==> src/rtl/core_ctrl_config.svh <==
/* width settings for the core controller, shared by RTL and testbench
   cause width must be one more than the irq id width (interrupt flag on top) */
`ifndef CORE_CTRL_CONFIG_SVH
`define CORE_CTRL_CONFIG_SVH

//////////////////////////////////////////////////
// data path widths
//////////////////////////////////////////////////

// one machine word, width of mtval and the lsu address
`define CC_XLEN 32

// compressed (RVC) instruction half
`define CC_CINSN_W 16

//////////////////////////////////////////////////
// trap and interrupt widths
//////////////////////////////////////////////////

// id of a fast/external interrupt line
`define CC_IRQ_ID_W 5

// mcause code as seen by the CSR file
`define CC_CAUSE_W 6

`endif

==> src/rtl/core_ctrl_pkg.sv <==
/* shared enums and packed structs of the core controller
   encodings of exc_cause_e follow the RISC-V privileged mcause values */
`default_nettype none
`include "core_ctrl_config.svh"

package core_ctrl_pkg;

  // fetch address source, picked by the IF stage on pc_set
  typedef enum logic [1:0] {
    PC_BOOT = 2'b00,
    PC_JUMP = 2'b01,
    PC_EXC  = 2'b10,
    PC_ERET = 2'b11
  } pc_sel_e;

  // vector offset inside the trap table
  typedef enum logic {
    EXC_PC_EXC = 1'b0,
    EXC_PC_IRQ = 1'b1
  } exc_pc_sel_e;

  // synchronous causes; interrupts use {1'b1, irq_id}
  typedef enum logic [`CC_CAUSE_W-1:0] {
    EXC_CAUSE_INSN_ACCESS_FAULT  = 6'h01,
    EXC_CAUSE_ILLEGAL_INSN       = 6'h02,
    EXC_CAUSE_BREAKPOINT         = 6'h03,
    EXC_CAUSE_LOAD_ACCESS_FAULT  = 6'h05,
    EXC_CAUSE_STORE_ACCESS_FAULT = 6'h07,
    EXC_CAUSE_ECALL_MMODE        = 6'h0B
  } exc_cause_e;

  // decoder flags for the instruction in ID
  typedef struct packed {
    logic illegal;
    logic ecall;
    logic mret;
    logic wfi;
    logic ebreak;
    logic csr_status;
  } dec_flags_t;

  // IF-ID pipeline register contents
  typedef struct packed {
    logic                   valid;
    logic [`CC_XLEN-1:0]    instr;
    logic [`CC_CINSN_W-1:0] instr_c;
    logic                   is_compressed;
  } id_instr_t;

  // multicycle stall sources
  typedef struct packed {
    logic lsu;
    logic multdiv;
    logic jump;
    logic branch;
  } stall_t;

  typedef struct packed {
    logic        pc_set;
    pc_sel_e     pc_mux;
    exc_pc_sel_e exc_pc_mux;
  } pc_ctrl_t;

  // CSR file strobes
  typedef struct packed {
    logic save_if;
    logic save_id;
    logic restore_mret;
    logic save_cause;
  } csr_ctrl_t;

  // interrupt controller view
  typedef struct packed {
    logic                     irq_req;
    logic [`CC_IRQ_ID_W-1:0]  irq_id;
    logic                     m_ie;
  } irq_ctrl_t;

endpackage

`default_nettype wire

==> src/rtl/ctrl_fsm.sv <==
/* main control FSM, no debug support; ebreak always traps
   decoder flags and id_instr must stay stable while in FLUSH (ID is halted) */
`timescale 1ns/1ps
`default_nettype none
`include "core_ctrl_config.svh"

module ctrl_fsm (
  input  wire logic                       clk_i,
  input  wire logic                       rst_ni,
  input  wire logic                       fetch_enable_i,
  input  wire logic                       irq_i,
  input  wire core_ctrl_pkg::irq_ctrl_t   irq_ctrl_i,
  input  wire logic                       branch_set_i,
  input  wire logic                       jump_set_i,
  input  wire core_ctrl_pkg::dec_flags_t  dec_flags_i,
  input  wire logic                       instr_valid_i,
  input  wire core_ctrl_pkg::stall_t      stall_i,
  input  wire logic                       exc_req_i,
  input  wire logic                       exc_flush_i,
  input  wire core_ctrl_pkg::exc_cause_e  sync_cause_i,
  output logic                            err_capture_o,
  output core_ctrl_pkg::pc_ctrl_t         pc_ctrl_o,
  output core_ctrl_pkg::csr_ctrl_t        csr_ctrl_o,
  output core_ctrl_pkg::exc_cause_e       exc_cause_o,
  output logic [`CC_IRQ_ID_W-1:0]         irq_id_o,
  output logic                            instr_req_o,
  output logic                            halt_if_o,
  output logic                            id_ready_o,
  output logic                            id_valid_o,
  output logic                            instr_valid_clear_o,
  output logic                            deassert_we_o,
  output logic                            ctrl_busy_o,
  output logic                            first_fetch_o,
  output logic                            is_decoding_o,
  output logic                            irq_ack_o,
  output logic                            exc_ack_o
);

  typedef enum logic [2:0] {
    RESET, BOOT_SET, WAIT_SLEEP, SLEEP, FIRST_FETCH, DECODE, FLUSH, IRQ_TAKEN
  } ctrl_state_e;

  ctrl_state_e state_q, state_d;

  logic stall;
  logic halt_id;
  logic irq;
  logic special_req;

  // interrupt only counts when globally enabled in M-mode
  assign irq = irq_ctrl_i.irq_req & irq_ctrl_i.m_ie;

  // anything that needs the pipeline drained first
  assign special_req = dec_flags_i.mret | dec_flags_i.wfi | dec_flags_i.csr_status | exc_req_i;

  assign irq_id_o = irq_ctrl_i.irq_id;

  //////////////////////////////////////////////////
  // next state and strobes
  //////////////////////////////////////////////////

  always_comb begin
    state_d       = state_q;
    instr_req_o   = 1'b1;
    ctrl_busy_o   = 1'b1;
    is_decoding_o = 1'b0;
    first_fetch_o = 1'b0;
    halt_if_o     = 1'b0;
    halt_id       = 1'b0;
    err_capture_o = 1'b0;
    irq_ack_o     = 1'b0;
    exc_ack_o     = 1'b0;
    pc_ctrl_o     = '{pc_set: 1'b0, pc_mux: core_ctrl_pkg::PC_BOOT,
                      exc_pc_mux: core_ctrl_pkg::EXC_PC_IRQ};
    csr_ctrl_o    = '0;
    exc_cause_o   = core_ctrl_pkg::EXC_CAUSE_INSN_ACCESS_FAULT;

    unique case (state_q)
      // hold boot address until software lets the core run
      RESET: begin
        instr_req_o      = 1'b0;
        pc_ctrl_o.pc_set = 1'b1;
        if (fetch_enable_i) begin
          state_d = BOOT_SET;
        end
      end

      BOOT_SET: begin
        pc_ctrl_o.pc_set = 1'b1;
        state_d          = FIRST_FETCH;
      end

      // one cycle to let the last request settle
      WAIT_SLEEP: begin
        ctrl_busy_o = 1'b0;
        instr_req_o = 1'b0;
        halt_if_o   = 1'b1;
        halt_id     = 1'b1;
        state_d     = SLEEP;
      end

      // wake on any pending line, even if masked
      SLEEP: begin
        ctrl_busy_o = 1'b0;
        instr_req_o = 1'b0;
        halt_if_o   = 1'b1;
        halt_id     = 1'b1;
        if (irq_i) begin
          state_d = FIRST_FETCH;
        end
      end

      FIRST_FETCH: begin
        first_fetch_o = 1'b1;
        if (id_ready_o) begin
          state_d = DECODE;
        end
        // pipeline is empty here, so irq can go straight in
        if (irq) begin
          state_d   = IRQ_TAKEN;
          halt_if_o = 1'b1;
          halt_id   = 1'b1;
        end
      end

      DECODE: begin
        if (instr_valid_i) begin
          is_decoding_o = 1'b1;
          if (branch_set_i || jump_set_i) begin
            pc_ctrl_o.pc_set = 1'b1;
            pc_ctrl_o.pc_mux = core_ctrl_pkg::PC_JUMP;
          end else if (special_req) begin
            state_d       = FLUSH;
            halt_if_o     = 1'b1;
            halt_id       = 1'b1;
            err_capture_o = 1'b1;
          end
          // keep IF from refilling while irq waits on a multicycle op
          if (irq && stall) begin
            halt_if_o = 1'b1;
          end
        end
        // running instruction and its exceptions win over interrupts
        if (irq && !stall && !special_req) begin
          state_d   = IRQ_TAKEN;
          halt_if_o = 1'b1;
          halt_id   = 1'b1;
        end
      end

      IRQ_TAKEN: begin
        pc_ctrl_o.pc_set     = 1'b1;
        pc_ctrl_o.pc_mux     = core_ctrl_pkg::PC_EXC;
        pc_ctrl_o.exc_pc_mux = core_ctrl_pkg::EXC_PC_IRQ;
        csr_ctrl_o.save_if    = 1'b1;
        csr_ctrl_o.save_cause = 1'b1;
        exc_cause_o = core_ctrl_pkg::exc_cause_e'({1'b1, irq_ctrl_i.irq_id});
        irq_ack_o   = 1'b1;
        exc_ack_o   = 1'b1;
        state_d     = DECODE;
      end

      FLUSH: begin
        halt_if_o = 1'b1;
        halt_id   = 1'b1;
        state_d   = DECODE;
        if (exc_flush_i) begin
          // trap: save PC of the faulting instruction in ID
          pc_ctrl_o.pc_set      = 1'b1;
          pc_ctrl_o.pc_mux      = core_ctrl_pkg::PC_EXC;
          pc_ctrl_o.exc_pc_mux  = core_ctrl_pkg::EXC_PC_EXC;
          csr_ctrl_o.save_id    = 1'b1;
          csr_ctrl_o.save_cause = 1'b1;
          exc_cause_o           = sync_cause_i;
        end else if (dec_flags_i.mret) begin
          pc_ctrl_o.pc_set        = 1'b1;
          pc_ctrl_o.pc_mux        = core_ctrl_pkg::PC_ERET;
          csr_ctrl_o.restore_mret = 1'b1;
        end else if (dec_flags_i.wfi) begin
          state_d = WAIT_SLEEP;
        end
      end

      default: begin
        instr_req_o = 1'b0;
        state_d     = RESET;
      end
    endcase
  end

  //////////////////////////////////////////////////
  // ID stage handshake
  //////////////////////////////////////////////////

  // any multicycle source keeps the instruction in ID
  assign stall = |stall_i;
  assign id_ready_o = ~stall;

  // drop IF-ID contents once done or when flushing
  assign instr_valid_clear_o = id_ready_o | halt_id;
  assign id_valid_o          = id_ready_o & ~halt_id;

  // no register writes when idle or on an illegal encoding
  assign deassert_we_o = ~is_decoding_o | dec_flags_i.illegal;

  always_ff @(posedge clk_i or negedge rst_ni) begin
    if (!rst_ni) begin
      state_q <= RESET;
    end else begin
      state_q <= state_d;
    end
  end

endmodule

`default_nettype wire

==> src/rtl/trap_unit.sv <==
/* synchronous trap cause and mtval, combinational from the ID stage flags
   LSU errors are only held for the single FLUSH cycle after capture */
`timescale 1ns/1ps
`default_nettype none
`include "core_ctrl_config.svh"

module trap_unit (
  input  wire logic                       clk_i,
  input  wire logic                       rst_ni,
  input  wire core_ctrl_pkg::dec_flags_t  dec_flags_i,
  input  wire core_ctrl_pkg::id_instr_t   id_instr_i,
  input  wire logic [`CC_XLEN-1:0]        lsu_addr_last_i,
  input  wire logic                       load_err_i,
  input  wire logic                       store_err_i,
  input  wire logic                       err_capture_i,
  output logic                            exc_req_o,
  output logic                            exc_flush_o,
  output core_ctrl_pkg::exc_cause_e       sync_cause_o,
  output logic [`CC_XLEN-1:0]             mtval_o
);

  logic load_err_q;
  logic store_err_q;
  logic dec_exc;

  //////////////////////////////////////////////////
  // LSU error capture
  //////////////////////////////////////////////////

  // errors arrive in decode, but the trap is taken in FLUSH
  always_ff @(posedge clk_i or negedge rst_ni) begin
    if (!rst_ni) begin
      load_err_q  <= 1'b0;
      store_err_q <= 1'b0;
    end else begin
      // cleared again on the edge after capture
      load_err_q  <= err_capture_i & load_err_i;
      store_err_q <= err_capture_i & store_err_i;
    end
  end

  //////////////////////////////////////////////////
  // request summary
  //////////////////////////////////////////////////

  // exceptions raised by the decoder itself
  assign dec_exc = dec_flags_i.illegal | dec_flags_i.ecall | dec_flags_i.ebreak;

  // raw errors for the decode-time request
  assign exc_req_o = dec_exc | load_err_i | store_err_i;

  // latched errors once the FSM sits in FLUSH
  assign exc_flush_o = dec_exc | load_err_q | store_err_q;

  //////////////////////////////////////////////////
  // cause priority and trap value
  //////////////////////////////////////////////////

  always_comb begin
    sync_cause_o = core_ctrl_pkg::EXC_CAUSE_INSN_ACCESS_FAULT;
    mtval_o      = '0;

    // illegal > ecall > ebreak > store fault > load fault
    if (dec_flags_i.illegal) begin
      sync_cause_o = core_ctrl_pkg::EXC_CAUSE_ILLEGAL_INSN;
      if (id_instr_i.is_compressed) begin
        // only the 16-bit half is the real encoding
        mtval_o = {{(`CC_XLEN-`CC_CINSN_W){1'b0}}, id_instr_i.instr_c};
      end else begin
        mtval_o = id_instr_i.instr;
      end
    end else if (dec_flags_i.ecall) begin
      sync_cause_o = core_ctrl_pkg::EXC_CAUSE_ECALL_MMODE;
    end else if (dec_flags_i.ebreak) begin
      sync_cause_o = core_ctrl_pkg::EXC_CAUSE_BREAKPOINT;
    end else if (store_err_q) begin
      sync_cause_o = core_ctrl_pkg::EXC_CAUSE_STORE_ACCESS_FAULT;
      mtval_o      = lsu_addr_last_i;
    end else if (load_err_q) begin
      sync_cause_o = core_ctrl_pkg::EXC_CAUSE_LOAD_ACCESS_FAULT;
      mtval_o      = lsu_addr_last_i;
    end
  end

endmodule

`default_nettype wire

==> src/rtl/core_ctrl.sv <==
/* controller top, FSM plus trap unit
   csr_mtval_o is valid only while csr_ctrl_o.save_cause is high */
`timescale 1ns/1ps
`default_nettype none
`include "core_ctrl_config.svh"

module core_ctrl (
  input  wire logic                       clk_i,
  input  wire logic                       rst_ni,
  input  wire logic                       fetch_enable_i,
  input  wire logic                       irq_i,
  input  wire core_ctrl_pkg::irq_ctrl_t   irq_ctrl_i,
  input  wire logic                       branch_set_i,
  input  wire logic                       jump_set_i,
  input  wire core_ctrl_pkg::dec_flags_t  dec_flags_i,
  input  wire core_ctrl_pkg::id_instr_t   id_instr_i,
  input  wire core_ctrl_pkg::stall_t      stall_i,
  input  wire logic [`CC_XLEN-1:0]        lsu_addr_last_i,
  input  wire logic                       load_err_i,
  input  wire logic                       store_err_i,
  output core_ctrl_pkg::pc_ctrl_t         pc_ctrl_o,
  output core_ctrl_pkg::csr_ctrl_t        csr_ctrl_o,
  output core_ctrl_pkg::exc_cause_e       exc_cause_o,
  output logic [`CC_XLEN-1:0]             csr_mtval_o,
  output logic [`CC_IRQ_ID_W-1:0]         irq_id_o,
  output logic                            instr_req_o,
  output logic                            halt_if_o,
  output logic                            id_ready_o,
  output logic                            id_valid_o,
  output logic                            instr_valid_clear_o,
  output logic                            deassert_we_o,
  output logic                            ctrl_busy_o,
  output logic                            first_fetch_o,
  output logic                            is_decoding_o,
  output logic                            irq_ack_o,
  output logic                            exc_ack_o
);

  // trap unit to FSM
  logic                      exc_req;
  logic                      exc_flush;
  core_ctrl_pkg::exc_cause_e sync_cause;
  // FSM to trap unit, marks the decode cycle entering FLUSH
  logic                      err_capture;

  ctrl_fsm u_fsm (
    .clk_i               (clk_i),
    .rst_ni              (rst_ni),
    .fetch_enable_i      (fetch_enable_i),
    .irq_i               (irq_i),
    .irq_ctrl_i          (irq_ctrl_i),
    .branch_set_i        (branch_set_i),
    .jump_set_i          (jump_set_i),
    .dec_flags_i         (dec_flags_i),
    .instr_valid_i       (id_instr_i.valid),
    .stall_i             (stall_i),
    .exc_req_i           (exc_req),
    .exc_flush_i         (exc_flush),
    .sync_cause_i        (sync_cause),
    .err_capture_o       (err_capture),
    .pc_ctrl_o           (pc_ctrl_o),
    .csr_ctrl_o          (csr_ctrl_o),
    .exc_cause_o         (exc_cause_o),
    .irq_id_o            (irq_id_o),
    .instr_req_o         (instr_req_o),
    .halt_if_o           (halt_if_o),
    .id_ready_o          (id_ready_o),
    .id_valid_o          (id_valid_o),
    .instr_valid_clear_o (instr_valid_clear_o),
    .deassert_we_o       (deassert_we_o),
    .ctrl_busy_o         (ctrl_busy_o),
    .first_fetch_o       (first_fetch_o),
    .is_decoding_o       (is_decoding_o),
    .irq_ack_o           (irq_ack_o),
    .exc_ack_o           (exc_ack_o)
  );

  trap_unit u_trap (
    .clk_i           (clk_i),
    .rst_ni          (rst_ni),
    .dec_flags_i     (dec_flags_i),
    .id_instr_i      (id_instr_i),
    .lsu_addr_last_i (lsu_addr_last_i),
    .load_err_i      (load_err_i),
    .store_err_i     (store_err_i),
    .err_capture_i   (err_capture),
    .exc_req_o       (exc_req),
    .exc_flush_o     (exc_flush),
    .sync_cause_o    (sync_cause),
    .mtval_o         (csr_mtval_o)
  );

endmodule

`default_nettype wire

==> config.mk <==
export PLATFORM = sky130hd
export DESIGN_NAME = core_ctrl
export DESIGN_NICKNAME = d
export VERILOG_FILES = /design/src/rtl/core_ctrl_pkg.sv /design/src/rtl/ctrl_fsm.sv /design/src/rtl/trap_unit.sv /design/src/rtl/core_ctrl.sv
export VERILOG_INCLUDE_DIRS = /design/src /design/src/rtl
export SDC_FILE = /design/constraint.sdc
export NUM_CORES = 1
export LEC_CHECK = 0
export BUFFER_PORTS_ARGS = -buffer_cell sky130_fd_sc_hd__clkbuf_2
export CAP_MARGIN = 25
export CORE_MARGIN = 1.5
export CORE_UTILIZATION = 30
export DETAILED_ROUTE_END_ITERATION = 16
export GPL_ROUTABILITY_DRIVEN = 0
export MAX_ROUTING_LAYER = met4
export PLACE_DENSITY = 0.92
export SLEW_MARGIN = 30
export SYNTH_ARGS = -nofsm -noshare
export SYNTH_HDL_FRONTEND = slang
export SYNTH_SLANG_ARGS = --single-unit
==> constraint.sdc <==
create_clock -name clk_i -period 2.2 [get_ports clk_i]
set_input_delay 0.33 -clock clk_i [delete_from_list [all_inputs] [get_ports clk_i]]
set_output_delay 0.33 -clock clk_i [all_outputs]
set_load 0.05 [all_outputs]
# After elaboration in Yosys (flattened, before gate mapping)
# Cells that the tools add are included.
op_classes:
  n_mux: 55
  bitwise: 18
  n_reduce_logical: 13
  eq_ne: 13
op_table:
  columns: ["cell", "n"]
  rows:
  - ["$mux W32", 6]
  - ["$mux W3", 16]
  - ["$mux W6", 5]
  - ["$pmux W3 S8", 1]
  - ["$mux W1", 20]
  - ["$eq A3 B3 Y1 const B", 4]
  - ["$pmux W6 S2", 1]
  - ["$or A1 B1 Y1", 11]
  - ["$pmux W1 S3", 3]
  - ["$reduce_or A3 Y1", 3]
  - ["$eq A3 B2 Y1 const B", 2]
  - ["$ne A3 B3 Y1 const B", 2]
  - ["$pmux W2 S3", 1]
  - ["$reduce_and A6 Y1", 1]
  - ["$and A1 B1 Y1", 4]
  - ["$ne A2 B2 Y1 const B", 2]
  - ["$reduce_or A4 Y1", 1]
  - ["$eq A3 B1 Y1 const B", 1]
  - ["$logic_and A1 B1 Y1", 3]
  - ["$logic_not A3 Y1", 1]
  - ["$ne A3 B1 Y1 const B", 1]
  - ["$ne A3 B2 Y1 const B", 1]
  - ["$not A1 Y1", 3]
  - ["$logic_not A1 Y1", 2]
  - ["other kinds (4)", 4]
word_totals:
  reg_bits: 5

# Logic depth before layout (Yosys ltp)
depth:
  ltp_word: 12
  ltp_mapped: 7
  ltp_nobuf: 4

# By module
# A second synthesis with hierarchy kept.
unflattened:
  hier_cells: 163
  hier_area_um2: 1338.8
by_module_without_submodules:
  columns: ["module", "n_inst", "cells_per_inst", "area_each_um2"]
  rows:
  - ["trap_unit", 1, 79, 753.2]
  - ["ctrl_fsm", 1, 84, 585.6]

# Worst setup path after synthesis
# Ideal clock, no wire load.
synth_path:
  path_kind: "input port to output port"
  start: "in dec_flags_i[5] in the netlist's numbering"
  end: "out pc_ctrl_o[1] in the netlist's numbering"
  t_arrival_ns: 2.543
  path_slack_ns: -0.673
  path_buffers: 1
  stages: 5
  cell_sequence: "buf_6 -> nor3_4 -> nand2_1 -> nor3_1 -> o21bai_1"
synth_rtl:
  columns: ["item", "line_no", "source"]
  rows:
  - ["start: declaration", "core_ctrl.sv:15", "input wire core_ctrl_pkg::dec_flags_t dec_flags_i,"]
  - ["end: declaration", "core_ctrl.sv:21", "output core_ctrl_pkg::pc_ctrl_t pc_ctrl_o,"]

# Worst setup path in the final report
layout_path:
  start: "in stall_i[1] in the netlist's numbering"
  end: "out id_valid_o"
layout_between:
  elab_chain_cells: 8
  elab_cells_between_ends: 9
  classes_between: "2 x mux; 3 x bitwise; 4 x reduce/logical"
layout_lines:
  columns: ["item", "line_no", "source"]
  rows:
  - ["start: declaration", "core_ctrl.sv:17", "input wire core_ctrl_pkg::stall_t stall_i,"]
  - ["$reduce_or A4 Y1 *", "ctrl_fsm.sv:196", "assign stall = |stall_i;"]
  - ["$logic_not A1 Y1", "ctrl_fsm.sv:144", "if (irq && !stall && !special_req) begin"]
  - ["$logic_and A1 B1 Y1 (2 in series)", "ctrl_fsm.sv:144", null]
  - ["$mux W1", "ctrl_fsm.sv:144", null]
  - ["$pmux W1 S3", "ctrl_fsm.sv:78", "unique case (state_q)"]
  - ["$not A1 Y1", "ctrl_fsm.sv:201", "assign id_valid_o = id_ready_o & ~halt_id;"]
  - ["$and A1 B1 Y1 *", "ctrl_fsm.sv:201", null]
  - ["end: declaration", "core_ctrl.sv:29", "output logic id_valid_o,"]
# Mark *: on every way between the ends. The rest lies on a longest branch, timed or not.

==> impl_metrics.prom <==
# TYPE chip_impl_metric gauge
chip_impl_metric{name="power_density",unit="nW/um^2"} 796.8
chip_impl_metric{name="synth-edff-count",unit=""} 0
chip_impl_metric{name="static-leakage-power",unit="nW"} 1.275
chip_impl_metric{name="grt_antenna_before_repair",unit=""} 0
chip_impl_metric{name="yosys_warnings",unit=""} 0
chip_impl_metric{name="cp_num_cells",unit=""} 5
chip_impl_metric{name="finish.utilization",unit=""} 0.6106
chip_impl_metric{name="clock_tree.htree_level_count",unit=""} 1
chip_impl_metric{name="antenna_cells_inserted",unit=""} 0
chip_impl_metric{name="drc",unit=""} 0
chip_impl_metric{name="finalCriticalPeriod",unit="ns"} 2.163
chip_impl_metric{name="p_total",unit="mW"} 1.794
chip_impl_metric{name="clock_power_share",unit=""} 0.096
chip_impl_info{name="status",value="finished clean"} 1
chip_impl_info{name="hold_path.class",value="input pin to register"} 1
chip_impl_metric{name="detail_route.vias_per_cell",unit=""} 5.114
chip_impl_metric{name="via_count_of_the_first_global_routing_pass",unit=""} 1793
chip_impl_info{name="critical_path.cell_chain",value="clkbuf_2 > or4_4 > or4_4 > and3_1 > buf_4"} 1
chip_impl_metric{name="drt-initial-drc-count",unit=""} 73
chip_impl_metric{name="mappedNetlistArea",unit="sq um"} 1155
chip_impl_metric{name="synthesis.area_per_instance",unit="sq um"} 7.648
chip_impl_metric{name="cp_slowest_stage_delay",unit="ns"} 0.53
chip_impl_metric{name="io_buffers",unit=""} 168
chip_impl_metric{name="cts_sinks",unit=""} 5
chip_impl_metric{name="grt_start_max_net_pins",unit=""} 34
chip_impl_info{name="ctsRootBufferMaster",value="sky130_fd_sc_hd__clkbuf_8"} 1
chip_impl_metric{name="drive_gt1_frac",unit=""} 0.6805
chip_impl_metric{name="report.final.slew_viol_count",unit=""} 0
chip_impl_metric{name="fp.dieArea",unit="sq um"} 4231
chip_impl_metric{name="global_route.overflow_total",unit=""} 0
chip_impl_metric{name="hold_viol_final",unit=""} 0
chip_impl_metric{name="netlist.area_leader.share",unit=""} 0.2427
chip_impl_info{name="setup.worst_path.start_class",value="input pin"} 1
chip_impl_info{name="synthMostInstantiatedCell",value="sky130_fd_sc_hd__a22o_1"} 1
chip_impl_info{name="synth_top_cells_by_count",value="32 x sky130_fd_sc_hd__a22o_1, 16 x sky130_fd_sc_hd__mux2_2, 14 x sky130_fd_sc_hd__nor2_1"} 1
chip_impl_info{name="critPathKind",value="input pin to output port"} 1
chip_impl_metric{name="worst-endpoint-required",unit="ns"} 1.87
chip_impl_metric{name="cts.path.max_buffers",unit=""} 2
chip_impl_metric{name="timing_worst_slew_pin_value",unit="ns"} 0.4382
chip_impl_info{name="unrepaired_setup_endpoints_after_global_routing",value="false"} 1
chip_impl_metric{name="post-cts-setup-buffer-count",unit=""} 0
chip_impl_info{name="dominantRegCellSynth",value="sky130_fd_sc_hd__dfrtp_1"} 1
chip_impl_metric{name="tritoncts.num_buffers",unit=""} 3
chip_impl_metric{name="clock_pin_slew_of_the_registers_on_the_worst_case_setup_and_hold_paths",unit="ns"} 0.03
chip_impl_info{name="path_common_cell",value="sky130_fd_sc_hd__or4_4"} 1
chip_impl_metric{name="cells_after_synthesis",unit=""} 151
chip_impl_metric{name="swShare",unit=""} 0.6298
chip_impl_metric{name="worst-r2r-cell-count",unit=""} 4
chip_impl_info{name="critical_path.top_delay_family",value="simple AND/OR/NAND/NOR gates"} 1
chip_impl_metric{name="synth.ff_latch_count",unit=""} 5
chip_impl_metric{name="drt_pre_antenna_iters",unit=""} 4
chip_impl_metric{name="power.ir.vdd_worst",unit="uV"} 594.0
chip_impl_info{name="cts_tree",value="built"} 1
chip_impl_metric{name="detail-route-antenna-nets",unit=""} 0
chip_impl_info{name="synth_largest_area_cell",value="sky130_fd_sc_hd__a22o_1"} 1
chip_impl_metric{name="layout.nets",unit=""} 421
chip_impl_info{name="timing.critical_path.slowest_stage_cell",value="sky130_fd_sc_hd__or4_4"} 1
chip_impl_metric{name="grt_pass1_wl",unit="mm"} 7.907
chip_impl_metric{name="gr-usage-all-layers",unit=""} 0.2481
chip_impl_metric{name="setup_violations",unit=""} 0
chip_impl_metric{name="die_width",unit="um"} 65.05
chip_impl_metric{name="clock_insertion_delay_worst_skew",unit="ns"} 0.22
chip_impl_metric{name="cell_internal_pwr",unit="uW"} 664.3
chip_impl_metric{name="power_frac_comb",unit=""} 0.821
chip_impl_metric{name="achievable-frequency",unit="GHz"} 0.4623
chip_impl_info{name="netlist_top_cells_area",value="sky130_fd_sc_hd__a22o_1 24%, sky130_fd_sc_hd__mux2_2 16%, sky130_fd_sc_hd__dfrtp_1 11%"} 1
chip_impl_metric{name="synth.distinct_cells",unit=""} 38
chip_impl_metric{name="power.share.sequential",unit=""} 0.084
chip_impl_metric{name="die-height",unit="um"} 65.05
chip_impl_metric{name="initial_utilization",unit=""} 0.3131
chip_impl_metric{name="finalClockSkew",unit="ns"} 0.002700
chip_impl_metric{name="via_count_of_the_routed_design",unit=""} 1846
chip_impl_metric{name="slew_headroom",unit=""} 0.7079
chip_impl_metric{name="aggregate_routed_wire_length",unit="mm"} 5.362
chip_impl_metric{name="timing.critical_path.fanout_max",unit=""} 2
chip_impl_metric{name="fill_cells",unit=""} 331
chip_impl_metric{name="critical_path.n_buffers_inverters",unit=""} 2
chip_impl_metric{name="hold_path_stages",unit=""} 2
chip_impl_metric{name="hpwlAfterDp",unit="mm"} 4.642
chip_impl_metric{name="top_level_ports",unit=""} 169
chip_impl_metric{name="area_delta_synth_final",unit="%"} 95.02
chip_impl_info{name="worst_setup_end_kind",value="output port"} 1
chip_impl_metric{name="syn_nets",unit=""} 258
chip_impl_metric{name="power_switching",unit="mW"} 1.130
chip_impl_metric{name="arrival_worst_endpoint",unit="ns"} 1.83
chip_impl_metric{name="synth_sequential_area_ratio",unit=""} 0.1083
chip_impl_metric{name="std_cell_rows",unit=""} 22
chip_impl_metric{name="share_of_synthesized_registers_carrying_an_async_set_or_reset",unit=""} 1.000
chip_impl_metric{name="detail_route.wl_per_cell",unit="um"} 14.85
chip_impl_metric{name="final_min_period_over_clock_period",unit=""} 0.9833
chip_impl_metric{name="number_of_maximum_capacitance_constraint_violations",unit=""} 0
chip_impl_metric{name="core",unit="sq um"} 3689
[flip-flops by register name (all words and copies together), names as in the netlist]
register,count
u_trap.load_err_q,1
u_fsm.state_q,3
u_trap.store_err_q,1
[routing by layer]
| layer | vias to the layer above | wire length (um) | track usage |
|---|---|---|---|
| met5 | - | 0 | - |
| met4 | 0 | 188 | 0.1224 |
| met3 | 17 | 422 | 0.04167 |
| met2 | 103 | 2828 | 0.4639 |
| met1 | 833 | 1923 | 0.2479 |
| li1 | 893 | - | - |
[final cells by class]
type | count | area [sq um] | share of cell area
clock buffer | 4 | 45.04 | 0.02000
inverter | 5 | 18.77 | 0.008333
multi-input combinational | 119 | 918.4 | 0.4078
sequential | 5 | 126.4 | 0.05611
tap | 48 | 60.06 | 0.02667
timing repair buffer | 180 | 1084 | 0.4811
[kinds of logic after synthesis]
family                 synth area share
AOI/OAI and AO/OA                0.3565
DFF                              0.1083
and+or+nand+nor                  0.2470
muxes                            0.1647
buffers and inverters            0.1235
[power groups by stage]
stage	sequential (mW)	combinational (mW)	clock (mW)
after floorplan	0.128	1.11	0
after global placement	0.143	1.45	0
after detailed placement	0.145	1.47	0
after CTS	0.146	1.47	0.175
after global routing	0.154	1.56	0.185
final	0.150	1.47	0.171
[cells in the final DEF, fill, tap and decap left out, drive strengths merged, types with 3 or more instances in the layout]
cell and count:
a31oi 3, dfrtp 5, nand3 6, nor3 7
buf 21, nor2 14, nand2 6, a22o 32
mux2 16, inv 5, nor2b 5, and2 3
clkbuf 162, o21ai 3, a21oi 3
[worst paths after layout]
kind	to	startpoint	slack (ns)
worst max-delay path	id_valid_o	stall_i[1]	0.04
max in group asynchronous	u_fsm.state_q[1]$_DFFE_PN0P_	rst_ni	1.60
min in group asynchronous	u_fsm.state_q[0]$_DFFE_PN0P_	rst_ni	0.46
worst max register to register	u_fsm.state_q[1]$_DFFE_PN0P_	u_trap.store_err_q$_DFF_PN0_	0.69
worst min register to register	u_fsm.state_q[2]$_DFFE_PN0P_	u_trap.load_err_q$_DFF_PN0_	0.66
worst min-delay path	u_trap.store_err_q$_DFF_PN0_	store_err_i	0.34
[stage by stage]
step                hold WS (ns)  worst slack, ns  cell area [sq um]  cells  setup TNS, ns
floorplan                0.03441         -0.02360               1174    151       -0.02360
global placement          0.1464         0.009981               2183    356              0
detailed placement        0.1479        -0.008570               2183    356      -0.008570
CTS                       0.3326          0.01424               2242    361              0
global route              0.3339          0.01770               2252    361              0
finish                    0.3357          0.03683               2252    361              0
[timing repair]
action,4_1_cts,5_1_grt
hold endpoints to repair,5,0
hold buffers,1,0
gates resized for setup,2,4
gates cloned,0,0
endpoints found under the setup margin,1,2
Note: power is estimated with default switching activity, not from simulation.
